===== config.mk =====
export PLATFORM = sky130hd
export DESIGN_NAME = panel_ctrl_top
export DESIGN_NICKNAME = d
export VERILOG_FILES = /design/src/common/panel_params_pkg.sv /design/src/common/panel_types_pkg.sv /design/src/common/panel_ifs.sv /design/src/design/control/command_control.sv /design/src/design/fillarea/subcmd_fill_area.sv /design/src/design/fillpanel/cmd_fill_panel.sv /design/src/design/frame_ram.sv /design/src/design/panel_ctrl_top.sv
export SDC_FILE = /design/constraint.sdc
export NUM_CORES = 2
export LEC_CHECK = 0
export ABC_AREA = 1
export BUFFER_PORTS_ARGS = -buffer_cell sky130_fd_sc_hd__buf_2
export CAP_MARGIN = 20
export CELL_PAD_IN_SITES_DETAIL_PLACEMENT = 0
export CELL_PAD_IN_SITES_GLOBAL_PLACEMENT = 1
export CORE_MARGIN = 2
export CORE_UTILIZATION = 34
export CTS_CLUSTER_DIAMETER = 50
export CTS_CLUSTER_SIZE = 20
export DETAILED_ROUTE_END_ITERATION = 6
export PLACE_DENSITY = 0.63
export SLEW_MARGIN = 20
export SYNTH_ARGS = -nofsm -noshare
export SYNTH_HDL_FRONTEND = slang
export SYNTH_HIERARCHICAL = 1
export SYNTH_SLANG_ARGS = --single-unit

===== constraint.sdc =====
create_clock -name clk -period 54.4 [get_ports clk]
set_input_delay 5.44 -clock clk [delete_from_list [all_inputs] [get_ports clk]]
set_output_delay 5.44 -clock clk [all_outputs]
set_load 0.05 [all_outputs]

===== src/common/panel_params_pkg.sv =====
// ==========================================================================
// Panel params package
// fixed geometry of the LED panel and frame buffer sizing
// ==========================================================================
package panel_params_pkg;

    // panel size in pixels
    localparam int unsigned PIXEL_WIDTH = 16;   // columns
    localparam int unsigned PIXEL_HEIGHT = 8;   // rows

    // one byte per color channel, first received byte is msb
    localparam int unsigned BYTES_PER_PIXEL = 3;

    localparam int unsigned FB_BYTES = PIXEL_WIDTH * PIXEL_HEIGHT * BYTES_PER_PIXEL;

endpackage


===== src/common/panel_types_pkg.sv =====
// ==========================================================================
// Panel types package
// address, color, opcode and control state types
// ==========================================================================
package panel_types_pkg;

    typedef logic [$clog2(panel_params_pkg::PIXEL_WIDTH)-1:0] col_addr_t;
    typedef logic [$clog2(panel_params_pkg::PIXEL_HEIGHT)-1:0] row_addr_t;
    typedef logic [1:0] byte_sel_t;   // 2 = msb of the color
    typedef logic [$clog2(panel_params_pkg::FB_BYTES)-1:0] fb_addr_t;

    typedef logic [8*panel_params_pkg::BYTES_PER_PIXEL-1:0] color_t;
    typedef logic [7:0] geom_byte_t;

    typedef enum logic [7:0] {
        NOP = 8'h00,
        FILL_PANEL = 8'h01,
        FILL_AREA = 8'h02
    } cmd_op_t;

    typedef enum logic [2:0] {
        CTRL_IDLE,
        CTRL_PANEL,        // bytes go to the fill panel command
        CTRL_AREA_GEOM,
        CTRL_AREA_COLOR,
        CTRL_AREA_START,
        CTRL_AREA_WAIT
    } ctrl_state_t;

endpackage


===== src/common/panel_ifs.sv =====
// ==========================================================================
// Panel interfaces
// fill request between requester and fill engine, and frame byte write
// ==========================================================================
`timescale 1ns/1ps

interface fill_req_if;
    logic start;                          // one cycle pulse
    panel_types_pkg::geom_byte_t x1;
    panel_types_pkg::geom_byte_t y1;
    panel_types_pkg::geom_byte_t width;
    panel_types_pkg::geom_byte_t height;
    panel_types_pkg::color_t color;       // held with geometry until done
    logic done;                           // one cycle after last write

    modport requester (
        output start, x1, y1, width, height, color,
        input done
    );

    modport engine (
        input start, x1, y1, width, height, color,
        output done
    );
endinterface

interface fb_write_if;
    logic we;
    panel_types_pkg::row_addr_t row;
    panel_types_pkg::col_addr_t column;
    panel_types_pkg::byte_sel_t byte_sel;
    logic [7:0] data;

    modport source (
        output we, row, column, byte_sel, data
    );

    modport sink (
        input we, row, column, byte_sel, data
    );
endinterface


===== src/design/control/command_control.sv =====
// ==========================================================================
// Command control
// decodes opcodes, captures area geometry and owns the fill engine mux
// ==========================================================================
`timescale 1ns/1ps

module command_control (
    input logic clk,
    input logic reset,
    input logic [7:0] cmd_data,
    input logic cmd_valid,
    output logic cmd_ready,
    output logic cmd_done,
    output logic [7:0] panel_data,
    output logic panel_enable,
    input logic panel_ready,
    input logic panel_done,
    fill_req_if.engine panel_fill,
    fill_req_if.requester engine_fill
);
    panel_types_pkg::ctrl_state_t state;
    logic [1:0] byte_cnt;
    logic accept;

    panel_types_pkg::geom_byte_t area_x1, area_y1, area_width, area_height;
    panel_types_pkg::color_t area_color;

    always_comb begin
        case (state)
            panel_types_pkg::CTRL_IDLE,
            panel_types_pkg::CTRL_AREA_GEOM,
            panel_types_pkg::CTRL_AREA_COLOR: cmd_ready = 1'b1;
            panel_types_pkg::CTRL_PANEL: cmd_ready = panel_ready;
            default: cmd_ready = 1'b0;   // fill running
        endcase
    end

    assign accept = cmd_valid && cmd_ready;

    assign panel_data = cmd_data;
    assign panel_enable = (state == panel_types_pkg::CTRL_PANEL) && cmd_valid && panel_ready;

    assign cmd_done = ((state == panel_types_pkg::CTRL_PANEL) && panel_done)
                   || ((state == panel_types_pkg::CTRL_AREA_WAIT) && engine_fill.done);

    // engine owner mux
    always_comb begin
        if (state == panel_types_pkg::CTRL_PANEL) begin
            engine_fill.start = panel_fill.start;
            engine_fill.x1 = panel_fill.x1;
            engine_fill.y1 = panel_fill.y1;
            engine_fill.width = panel_fill.width;
            engine_fill.height = panel_fill.height;
            engine_fill.color = panel_fill.color;
            panel_fill.done = engine_fill.done;
        end else begin
            engine_fill.start = (state == panel_types_pkg::CTRL_AREA_START);
            engine_fill.x1 = area_x1;
            engine_fill.y1 = area_y1;
            engine_fill.width = area_width;
            engine_fill.height = area_height;
            engine_fill.color = area_color;
            panel_fill.done = 1'b0;
        end
    end

    always_ff @(posedge clk) begin
        if (reset) begin
            state <= panel_types_pkg::CTRL_IDLE;
            byte_cnt <= 2'd0;
        end else begin
            case (state)
                panel_types_pkg::CTRL_IDLE: begin
                    byte_cnt <= 2'd0;
                    if (accept) begin
                        case (panel_types_pkg::cmd_op_t'(cmd_data))
                            panel_types_pkg::FILL_PANEL: state <= panel_types_pkg::CTRL_PANEL;
                            panel_types_pkg::FILL_AREA: state <= panel_types_pkg::CTRL_AREA_GEOM;
                            panel_types_pkg::NOP: state <= panel_types_pkg::CTRL_IDLE;
                            default: state <= panel_types_pkg::CTRL_IDLE;   // unknown, dropped
                        endcase
                    end
                end
                panel_types_pkg::CTRL_PANEL: begin
                    if (panel_done)
                        state <= panel_types_pkg::CTRL_IDLE;
                end
                panel_types_pkg::CTRL_AREA_GEOM: begin
                    if (accept) begin
                        byte_cnt <= byte_cnt + 2'd1;   // wraps to 0 for color
                        if (byte_cnt == 2'd3)
                            state <= panel_types_pkg::CTRL_AREA_COLOR;
                    end
                end
                panel_types_pkg::CTRL_AREA_COLOR: begin
                    if (accept) begin
                        byte_cnt <= byte_cnt + 2'd1;
                        if (byte_cnt == 2'(panel_params_pkg::BYTES_PER_PIXEL - 1))
                            state <= panel_types_pkg::CTRL_AREA_START;
                    end
                end
                panel_types_pkg::CTRL_AREA_START: state <= panel_types_pkg::CTRL_AREA_WAIT;
                panel_types_pkg::CTRL_AREA_WAIT: begin
                    if (engine_fill.done)
                        state <= panel_types_pkg::CTRL_IDLE;
                end
                default: state <= panel_types_pkg::CTRL_IDLE;
            endcase
        end
    end

    // area payload capture
    always_ff @(posedge clk) begin
        if (accept && state == panel_types_pkg::CTRL_AREA_GEOM) begin
            case (byte_cnt)
                2'd0: area_x1 <= cmd_data;
                2'd1: area_y1 <= cmd_data;
                2'd2: area_width <= cmd_data;
                default: area_height <= cmd_data;
            endcase
        end
        if (accept && state == panel_types_pkg::CTRL_AREA_COLOR)
            area_color <= {area_color[15:0], cmd_data};   // first byte ends up msb
    end

endmodule


===== src/design/fillarea/subcmd_fill_area.sv =====
// ==========================================================================
// Fill area engine
// walks a clipped rectangle and writes one frame byte per cycle
// ==========================================================================
`timescale 1ns/1ps

module subcmd_fill_area (
    input logic clk,
    input logic reset,
    fill_req_if.engine fill,
    fb_write_if.source wr
);
    typedef enum logic {
        FA_IDLE,
        FA_WRITE
    } fa_state_t;

    fa_state_t state;
    logic done_q;

    panel_types_pkg::row_addr_t row;
    panel_types_pkg::col_addr_t col;
    panel_types_pkg::byte_sel_t bsel;

    logic [8:0] x_sum, y_sum, x_end, y_end;
    logic empty;
    logic last_byte;
    panel_types_pkg::col_addr_t col_last;
    panel_types_pkg::row_addr_t row_last;

    // clip against the right and bottom edges
    always_comb begin
        x_sum = {1'b0, fill.x1} + {1'b0, fill.width};
        y_sum = {1'b0, fill.y1} + {1'b0, fill.height};
        x_end = (x_sum > 9'(panel_params_pkg::PIXEL_WIDTH)) ?
                9'(panel_params_pkg::PIXEL_WIDTH) : x_sum;
        y_end = (y_sum > 9'(panel_params_pkg::PIXEL_HEIGHT)) ?
                9'(panel_params_pkg::PIXEL_HEIGHT) : y_sum;
        empty = ({1'b0, fill.x1} >= x_end) || ({1'b0, fill.y1} >= y_end);
        col_last = panel_types_pkg::col_addr_t'(x_end - 9'd1);
        row_last = panel_types_pkg::row_addr_t'(y_end - 9'd1);
    end

    assign last_byte = (bsel == 2'd0) && (col == col_last) && (row == row_last);

    always_ff @(posedge clk) begin
        if (reset) begin
            state <= FA_IDLE;
            done_q <= 1'b0;
        end else begin
            done_q <= 1'b0;
            case (state)
                FA_IDLE: begin
                    if (fill.start) begin
                        if (empty)
                            done_q <= 1'b1;   // nothing to write
                        else
                            state <= FA_WRITE;
                    end
                end
                FA_WRITE: begin
                    if (last_byte) begin
                        state <= FA_IDLE;
                        done_q <= 1'b1;
                    end
                end
                default: state <= FA_IDLE;
            endcase
        end
    end

    // walk order: row, column, byte_sel high to low
    always_ff @(posedge clk) begin
        if (state == FA_IDLE) begin
            row <= panel_types_pkg::row_addr_t'(fill.y1);
            col <= panel_types_pkg::col_addr_t'(fill.x1);
            bsel <= panel_types_pkg::byte_sel_t'(panel_params_pkg::BYTES_PER_PIXEL - 1);
        end else if (bsel != 2'd0) begin
            bsel <= bsel - 2'd1;
        end else begin
            bsel <= panel_types_pkg::byte_sel_t'(panel_params_pkg::BYTES_PER_PIXEL - 1);
            if (col != col_last) begin
                col <= col + 1'b1;
            end else begin
                col <= panel_types_pkg::col_addr_t'(fill.x1);
                row <= row + 1'b1;
            end
        end
    end

    assign wr.we = (state == FA_WRITE);
    assign wr.row = row;
    assign wr.column = col;
    assign wr.byte_sel = bsel;
    assign wr.data = fill.color[8*bsel +: 8];
    assign fill.done = done_q;

endmodule


===== src/design/fillpanel/cmd_fill_panel.sv =====
// ==========================================================================
// Fill panel command
// takes three color bytes and fills the whole panel via the fill engine
// ==========================================================================
`timescale 1ns/1ps

module cmd_fill_panel (
    input logic clk,
    input logic reset,
    input logic [7:0] data_in,
    input logic enable,
    output logic ready_for_data,
    output logic done,
    fill_req_if.requester fill
);
    typedef enum logic [2:0] {
        FP_CAPTURE,
        FP_START,
        FP_RUNNING,
        FP_PREDONE,
        FP_DONE
    } fp_state_t;

    fp_state_t state;
    logic [1:0] bytes_left;
    panel_types_pkg::color_t color;

    always_ff @(posedge clk) begin
        if (reset) begin
            state <= FP_CAPTURE;
            bytes_left <= 2'(panel_params_pkg::BYTES_PER_PIXEL - 1);
            ready_for_data <= 1'b1;
        end else begin
            case (state)
                FP_CAPTURE: begin
                    if (enable) begin
                        if (bytes_left == 2'd0) begin
                            state <= FP_START;
                            ready_for_data <= 1'b0;   // busy until fill finishes
                        end else begin
                            bytes_left <= bytes_left - 2'd1;
                        end
                    end
                end
                FP_START: state <= FP_RUNNING;
                FP_RUNNING: begin
                    if (fill.done)
                        state <= FP_PREDONE;
                end
                FP_PREDONE: state <= FP_DONE;
                FP_DONE: begin
                    ready_for_data <= 1'b1;
                    bytes_left <= 2'(panel_params_pkg::BYTES_PER_PIXEL - 1);
                    state <= FP_CAPTURE;
                end
                default: state <= FP_CAPTURE;
            endcase
        end
    end

    // msb first
    always_ff @(posedge clk) begin
        if (state == FP_CAPTURE && enable)
            color[8*bytes_left +: 8] <= data_in;
    end

    assign fill.start = (state == FP_START);
    assign fill.x1 = '0;
    assign fill.y1 = '0;
    assign fill.width = panel_types_pkg::geom_byte_t'(panel_params_pkg::PIXEL_WIDTH);
    assign fill.height = panel_types_pkg::geom_byte_t'(panel_params_pkg::PIXEL_HEIGHT);
    assign fill.color = color;

    assign done = (state == FP_PREDONE);

endmodule


===== src/design/frame_ram.sv =====
// ==========================================================================
// Frame buffer RAM, one byte write port and one registered read port
// ==========================================================================
`timescale 1ns/1ps

module frame_ram (
    input logic clk,
    fb_write_if.sink wr,
    input panel_types_pkg::fb_addr_t rd_addr,
    output logic [7:0] rd_data
);
    logic [7:0] mem [panel_params_pkg::FB_BYTES];
    panel_types_pkg::fb_addr_t wr_addr;

    // (row * width + column) * 3 + byte_sel
    assign wr_addr = (panel_types_pkg::fb_addr_t'(wr.row)
                      * panel_types_pkg::fb_addr_t'(panel_params_pkg::PIXEL_WIDTH)
                      + panel_types_pkg::fb_addr_t'(wr.column))
                     * panel_types_pkg::fb_addr_t'(panel_params_pkg::BYTES_PER_PIXEL)
                     + panel_types_pkg::fb_addr_t'(wr.byte_sel);

    always_ff @(posedge clk) begin
        if (wr.we)
            mem[wr_addr] <= wr.data;
        rd_data <= mem[rd_addr];   // one cycle read latency
    end

endmodule


===== src/design/panel_ctrl_top.sv =====
// ==========================================================================
// LED panel command front end, byte command stream into the frame buffer
// ==========================================================================
`timescale 1ns/1ps

module panel_ctrl_top (
    input logic clk,
    input logic reset,
    input logic [7:0] cmd_data,
    input logic cmd_valid,
    output logic cmd_ready,
    output logic cmd_done,
    input panel_types_pkg::fb_addr_t rd_addr,
    output logic [7:0] rd_data
);
    logic [7:0] panel_data;
    logic panel_enable;
    logic panel_ready;
    logic panel_done;

    fill_req_if panel_fill_bus ();
    fill_req_if engine_fill_bus ();
    fb_write_if wr_bus ();

    command_control u_control (
        .clk(clk),
        .reset(reset),
        .cmd_data(cmd_data),
        .cmd_valid(cmd_valid),
        .cmd_ready(cmd_ready),
        .cmd_done(cmd_done),
        .panel_data(panel_data),
        .panel_enable(panel_enable),
        .panel_ready(panel_ready),
        .panel_done(panel_done),
        .panel_fill(panel_fill_bus.engine),
        .engine_fill(engine_fill_bus.requester)
    );

    cmd_fill_panel u_fill_panel (
        .clk(clk),
        .reset(reset),
        .data_in(panel_data),
        .enable(panel_enable),
        .ready_for_data(panel_ready),
        .done(panel_done),
        .fill(panel_fill_bus.requester)
    );

    subcmd_fill_area u_fill_area (
        .clk(clk),
        .reset(reset),
        .fill(engine_fill_bus.engine),
        .wr(wr_bus.source)
    );

    frame_ram u_frame_ram (
        .clk(clk),
        .wr(wr_bus.sink),
        .rd_addr(rd_addr),
        .rd_data(rd_data)
    );

endmodule


### Word level (Yosys, flattened, before mapping)

Memories as Yosys holds them, arrays and structs flattened. A register that Yosys moved wholly into a read port is not among the register bits.
Index checks and enable logic that the tools add are counted.

* multiplexer cells: 48
* reduce and logical (&&, ||, !) cells: 34
* bitwise operators: 2
* add/sub/neg operators: 12
* eq/ne operators: 31
* shift operators: 3
* multipliers: 1
* order comparisons: 4
* divide/modulo/power cells: 0

Operators with widths (number)
* 3-bit 2-to-1 mux: 13
* 5-bit negation with 34-bit output: 1
* 8-bit by 34-bit variable shift with 24-bit output (first input constant): 1
* 8-bit by 34-bit variable part select with 24-bit output: 1
* 8-bit 2-to-1 mux: 4
* 24-bit bitwise mux: 1
* 24-bit 2-to-1 mux: 1
* 24-bit by 6-bit variable part select with 8-bit output: 1
* 2-bit by 1-bit inequality test with 1-bit output (second input constant): 10
* 8-bit by 8-bit adder with 9-bit output: 2
* 8-bit by 9-bit >= comparator with 1-bit output: 2
* 9-bit 2-to-1 mux: 2
* 3-bit one-hot mux with 6 select lines: 1
* 2-bit AND reduction: 7
* 3-bit by 2-bit == test with 1-bit output (second input constant): 4
* 1-bit 2-to-1 mux: 12
* 4-bit 2-to-1 mux: 3
* 2-bit one-hot mux with 2 select lines: 3
* 3-bit one-hot mux with 4 select lines: 1
* 1-bit logical AND: 10
* 9-bit by 2-bit adder with 9-bit output: 1
* 3-bit == test (second input constant): 3
* 9-bit by 4-bit greater-than comparator with 1-bit output (second input constant): 1
* 9-bit by 5-bit greater-than comparator with 1-bit output (second input constant): 1
* 28 further kinds: 49

* word-level logic and storage cells: 152
* bits in latches: 0
* bits in read-only memories: 0
* flip-flop bits (word level): 102
* memory bits (writable): 3072
* output and inout bits: 10
* memories kept: 1

Memories
* u_frame_ram.mem: depth 384, bits a word 8, rd ports 1, clocked after memory_dff 1, wr ports 1, line frame_ram.sv:12 `logic [7:0] mem [panel_params_pkg::FB_BYTES];`

### Logic depth before layout (Yosys ltp)

* word-level depth: 11
* depth in mapped cells: 29
* gate-level depth less buffers: 27

### Cells and area by module

The synthesis kept the hierarchy.

Modules (own cells, without submodules)
* frame_ram: area each 124335.5 sq um, seq. area each 92408.6 sq um, cells each 10336, times used 1
* command_control: area each 3055.4 sq um, seq. area each 1781.7 sq um, cells each 228, times used 1
* subcmd_fill_area: area each 2304.7 sq um, seq. area each 290.3 sq um, cells each 372, times used 1
* cmd_fill_panel: area each 1537.7 sq um, seq. area each 840.8 sq um, cells each 153, times used 1

### Worst setup path before layout

OpenSTA, ideal clock, no wires.

* kind: reg2reg
* start: register u_control.state[0]
* end: memory u_frame_ram.mem[0][0], data pin
* path buffers: 2
* setup time: 3.179 ns
* stages on the path, launching flop included: 9
* clock period less this slack: 19.231 ns
* arrival time: 16.052 ns
* setup slack: 35.169 ns
* cells stage by stage: dfxtp_1 > inv_2 > nor2_4 > nand2_2 > buf_6 > buf_6 > mux2_4 > o21ai_0 > o21ai_0

* longest elaborated chain between the ends: 3

Ends and longest elaborated chain
* start: declaration: line command_control.sv:21 `panel_types_pkg::ctrl_state_t state;`
* start signal: assignment: line command_control.sv:69 `state <= panel_types_pkg::CTRL_IDLE;`
* start signal: assignment: line command_control.sv:77 `panel_types_pkg::FILL_PANEL: state <= panel_types_pkg::CTRL_PANEL;`
* start signal: assignment: line command_control.sv:78 `panel_types_pkg::FILL_AREA: state <= panel_types_pkg::CTRL_AREA_GEOM;`
* 3-bit by 1-bit == test with 1-bit output: line command_control.sv:48 `if (state == panel_types_pkg::CTRL_PANEL) begin`
* 24-bit 2-to-1 mux: line command_control.sv:48
* named net engine_fill_bus.color[0]: line panel_ifs.sv:13 `panel_types_pkg::color_t color;`
* 24-bit by 6-bit variable part select with 8-bit output: line subcmd_fill_area.sv:95 `assign wr.data = fill.color[8*bsel +: 8];`
* named net wr_bus.data[0]: line panel_ifs.sv:32 `logic [7:0] data;`
* end: declaration: line frame_ram.sv:12

The timed path passes the listed nets, and every way through them passes these cells.

==> parameters.txt <==
Parameter                              Value

Worst setup path
  CP max stage delay ... 0.90 ns
  CP Launch Type ... primary input
  Critical Path AT ... 11.18 ns
  Kind of end point of the critical path ... register
  Slowest library cell on the worst path ... buf_4
  Critical-path cell list ... buf_8 -> inv_16 -> buf_4 -> buf_4 -> buf_4 -> nand2_1 -> nand3_1 -> nand3_1 -> nand3_1 -> nand3_1 -> nand2_1 -> nand2_1 -> nand2_1 -> nand2_1 -> nand3_1 -> nand3_1 -> nand2_1
  Terminus of the critical flop-to-flop path ... u_frame_ram/mem[120][7]
  Crit path max-delay family ... buffers and inverters
  CP Max Fanout ... 216
  Origin of the critical flop-to-flop path ... u_control/state[2]
  Crit path buffers/inverters ... 5
  Depth of the worst register-to-register path ... 10
  Critical Setup Path Class ... in -> reg
  Required time worst endpoint ... 55.25 ns
  Worst setup slack for register-to-register paths ... 48.35 ns

Floorplan
  Row Count ... 228
  Effective utilization at floorplan ... 34.10%
  DIE AREA ... 391000 µm²
  Core outline area ... 384800 µm²
  Die Span Y ... 625.3 µm
  I/O pins ... 30
  DIE WIDTH ... 625.3 µm

STA
  Layout Skew ... 0.04204 ns
  Period utilization ... 18.99%
  RSZ-0062 raised after global routing ... no
  Fin Setup TNS ... 0 ns
  Hold Vio Cnt, Final ... 0
  FMAX ... 96.81 MHz
  Fin Hold WS ... 0.4498 ns
  Fin worst setup slack ... 44.07 ns
  Worst-Margin Slew ... 1.302 ns
  Max-Slew Margin vs Limit ... 13.17%
  Time the final worst path needs with I/O delays and setup ... 10.33 ns
  Setup violation total in the final timing report ... 0
  Final Slew Violations ... 0

Layout
  Most common cell after layout, fill and taps aside ... edfxtp_1
  Final cell count without fillers ... 16225
  Share of the core filled with cells ... 38.47%
  Cell area after layout ... 148000 µm²
  Fraction of layout instances using a drive strength above 1 ... 8.307%
  Area growth from synthesis to final layout ... 12.81%
  Number of nets in the layout ... 10935
  Multi-input combinational cell area ... 32100 µm²
  Leading cell types in the layout, fill and taps excluded ... edfxtp_1, nand2_1, nand3_1, nor2_1, o21ai_0
  FILL cells ... 36437
  Register cell area after layout ... 95320 µm²

Placed design
  DPL Wire Length ... 217000 µm
  Total instance count after detailed placement ... 15555
  Worst slack after detailed placement ... 43.27 ns
  Count of input and output buffers ... 29
  Routability-driven placement congestion ratio ... 0.8175
  Cell area after placement ... 135700 µm²

Clocking
  Max H-tree Level ... 5
  CTS Hold Buffers Added ... 0
  Buffer cell driving the clock tree root ... clkbuf_16
  Worst skew pair latency ... 0.94 ns
  CTS Sinks ... 3182
  Buffer depth of the longest clock path ... 4
  CTS tree ... yes
  Setup bufs post-CTS ... 0
  Number of gates given a new drive strength after cts ... 0
  Inserted Clock Buffers ... 357
  Worst-path clk slew ... 0.06 ns

Worst hold path
  Startpoint of the tightest hold check path ... u_control/area_color[12]
  Worst hold path type ... reg -> reg
  Worst min-delay path endpoint ... u_control/area_color[20]
  Number of stages on the worst hold path ... 0

Synth
  Top FF cell, synth ... edfxtp_1
  Count of state elements after synthesis ... 3182
  Share of synthesized registers carrying an async set or reset ... 0%
  Yosys warns ... 6
  Post-synthesis cell count ... 11089
  Unique cell type count in the Yosys netlist ... 48
  EDFF count, synth ... 3159
  Part of the Yosys area used for sequential elements ... 72.64%
  Synthesized cell area ... 131200 µm²
  Average cell area after synthesis ... 11.83 µm²

GRT
  Total routing resource utilization after global routing ... 19.55%
  Grt ovf ... 0
  Vias in the first global route ... 84235
  Antenna violations before repair ... 19
  Pin count of the biggest net entering global routing ... 219
  Global-route wire length before repair ... 574100 µm

Outcome
  Outcome ... completed

Power and ir drop
  Largest vdd supply drop ... 0.02906 mV
  Tot Pwr ... 6.131 mW
  Areal power density over the cells ... 41.41 nW/µm²
  Leakage ... 50.44 nW

Drt
  Via total after detailed routing ... 86093
  Via density per instance ... 5.306
  Wirelength, routed ... 390500 µm
  Count of TritonRoute iterations in the first routing pass ... 7
  WL/cell ... 24.07 µm
  Final antenna-violating net count ... 0
  Drt first-iter violations ... 9178
  DRC violation count after routing ... 0

Run
  MaxCap Viol Count ... 0
[area by class of cell]
type	count	area share [%]
flip-flops and latches	3182	64.39
multi-input cells	7009	21.68
clock buffers	370	6.168
well taps	5060	4.277
clock inverters	294	2.154
repair buffers	160	0.9255
inverters	144	0.3930
diodes	6	0.01014
[worst max-delay path by stage]
stage                        from                endpoint  slack (ns)  depth (start not counted)
6_report               rd_addr[0]  u_frame_ram/rd_data[5]       44.07                         17
4_1_cts                rd_addr[1]  u_frame_ram/rd_data[3]       44.25                         15
5_1_grt                rd_addr[0]  u_frame_ram/rd_data[4]       43.96                         17
2_1_floorplan  u_control/state[0]   u_frame_ram/mem[0][0]       35.17                          8
3_3_place_gp           rd_addr[0]  u_frame_ram/rd_data[5]       43.40                         17
3_5_place_dp           rd_addr[1]  u_frame_ram/rd_data[3]       43.27                         15
[worst reg2reg max path, cell delays in order (launching register included)]
cell and delay [ns]:
dfxtp_1 0.48, inv_1 0.26, nand2_2 0.47, buf_4 0.62, mux2_4 0.29, o21ai_0 0.12, o21ai_4 0.17, buf_4 0.79
buf_4 0.95, buf_4 0.72, buf_4 0.81
[logic make-up after synthesis]
group	after synthesis	share of synthesized area (%)
AO/OA/AOI/OAI	810	3.342
AND/OR/NAND/NOR	6031	19.62
flip-flops	3182	72.64
buffers and inverters	934	3.182
adder cells (fa/ha/maj)	61	0.6045
XOR/XNOR	12	0.08009
multiplexers	56	0.5320
other	3	0.008580
[cell usage after synthesis, types with 5 or more instances]
master    instances  area (µm²)
nor2_2            5       31.28
nand3_1        2270       11360
o21ai_1          41       205.2
a21oi_1          38       190.2
o22ai_1         240        1501
xnor2_1           6       52.55
edfxtp_1       3159       94860
xor2_1            6       52.55
nand2_1        2736       10270
nand2_2          11       68.82
ha_1             57       713.2
mux2_4           18       270.3
mux2_2           38       427.9
buf_4            75       563.0
dfxtp_1          23       460.4
inv_1           130       488.0
nand3b_1          5       37.54
nand4_1          19       118.9
clkbuf_1        326        1224
nor2_1          943        3540
buf_2           277        1386
o21ai_0         483        2417
buf_6             5       56.30
inv_2             9       33.78
nor3_1           22       110.1
buf_1           105       394.1
[sequential cells by signal (all words and copies together) (netlist names), 2 cells and up]
name and cells:
u_fill_panel/state 3, u_control/state 3, u_frame_ram/mem 3072, u_fill_area/wr.row 3, u_fill_area/wr.byte_sel 2, u_control/byte_cnt 2, u_fill_panel/bytes_left 2, u_control/area_y1 8
u_frame_ram/rd_data 8, u_control/area_x1 8, u_control/area_width 8, u_fill_panel/fill.color 24, u_control/area_height 8, u_control/area_color 24, u_fill_area/wr.column 4
[power breakdown]
part / leakage (nW) / internal [mW] / switching, mW / total (mW)
registers: 28.6 / 2.87 / 0.00766 / 2.88
clock network: 5.93 / 1.36 / 1.12 / 2.49
logic: 15.9 / 0.147 / 0.616 / 0.763
total: 50.4 / 4.38 / 1.75 / 6.13
[per-layer routing]
metal  routed length [µm]  up-vias  track usage [%]
met5                    0        -                0
met4                10470        0            5.366
met3                27110      529            3.042
met2               187900     3008            32.47
met1               165000    43401            26.56
li1                     -    39155                -
Power figures use the tool's default switching activity.
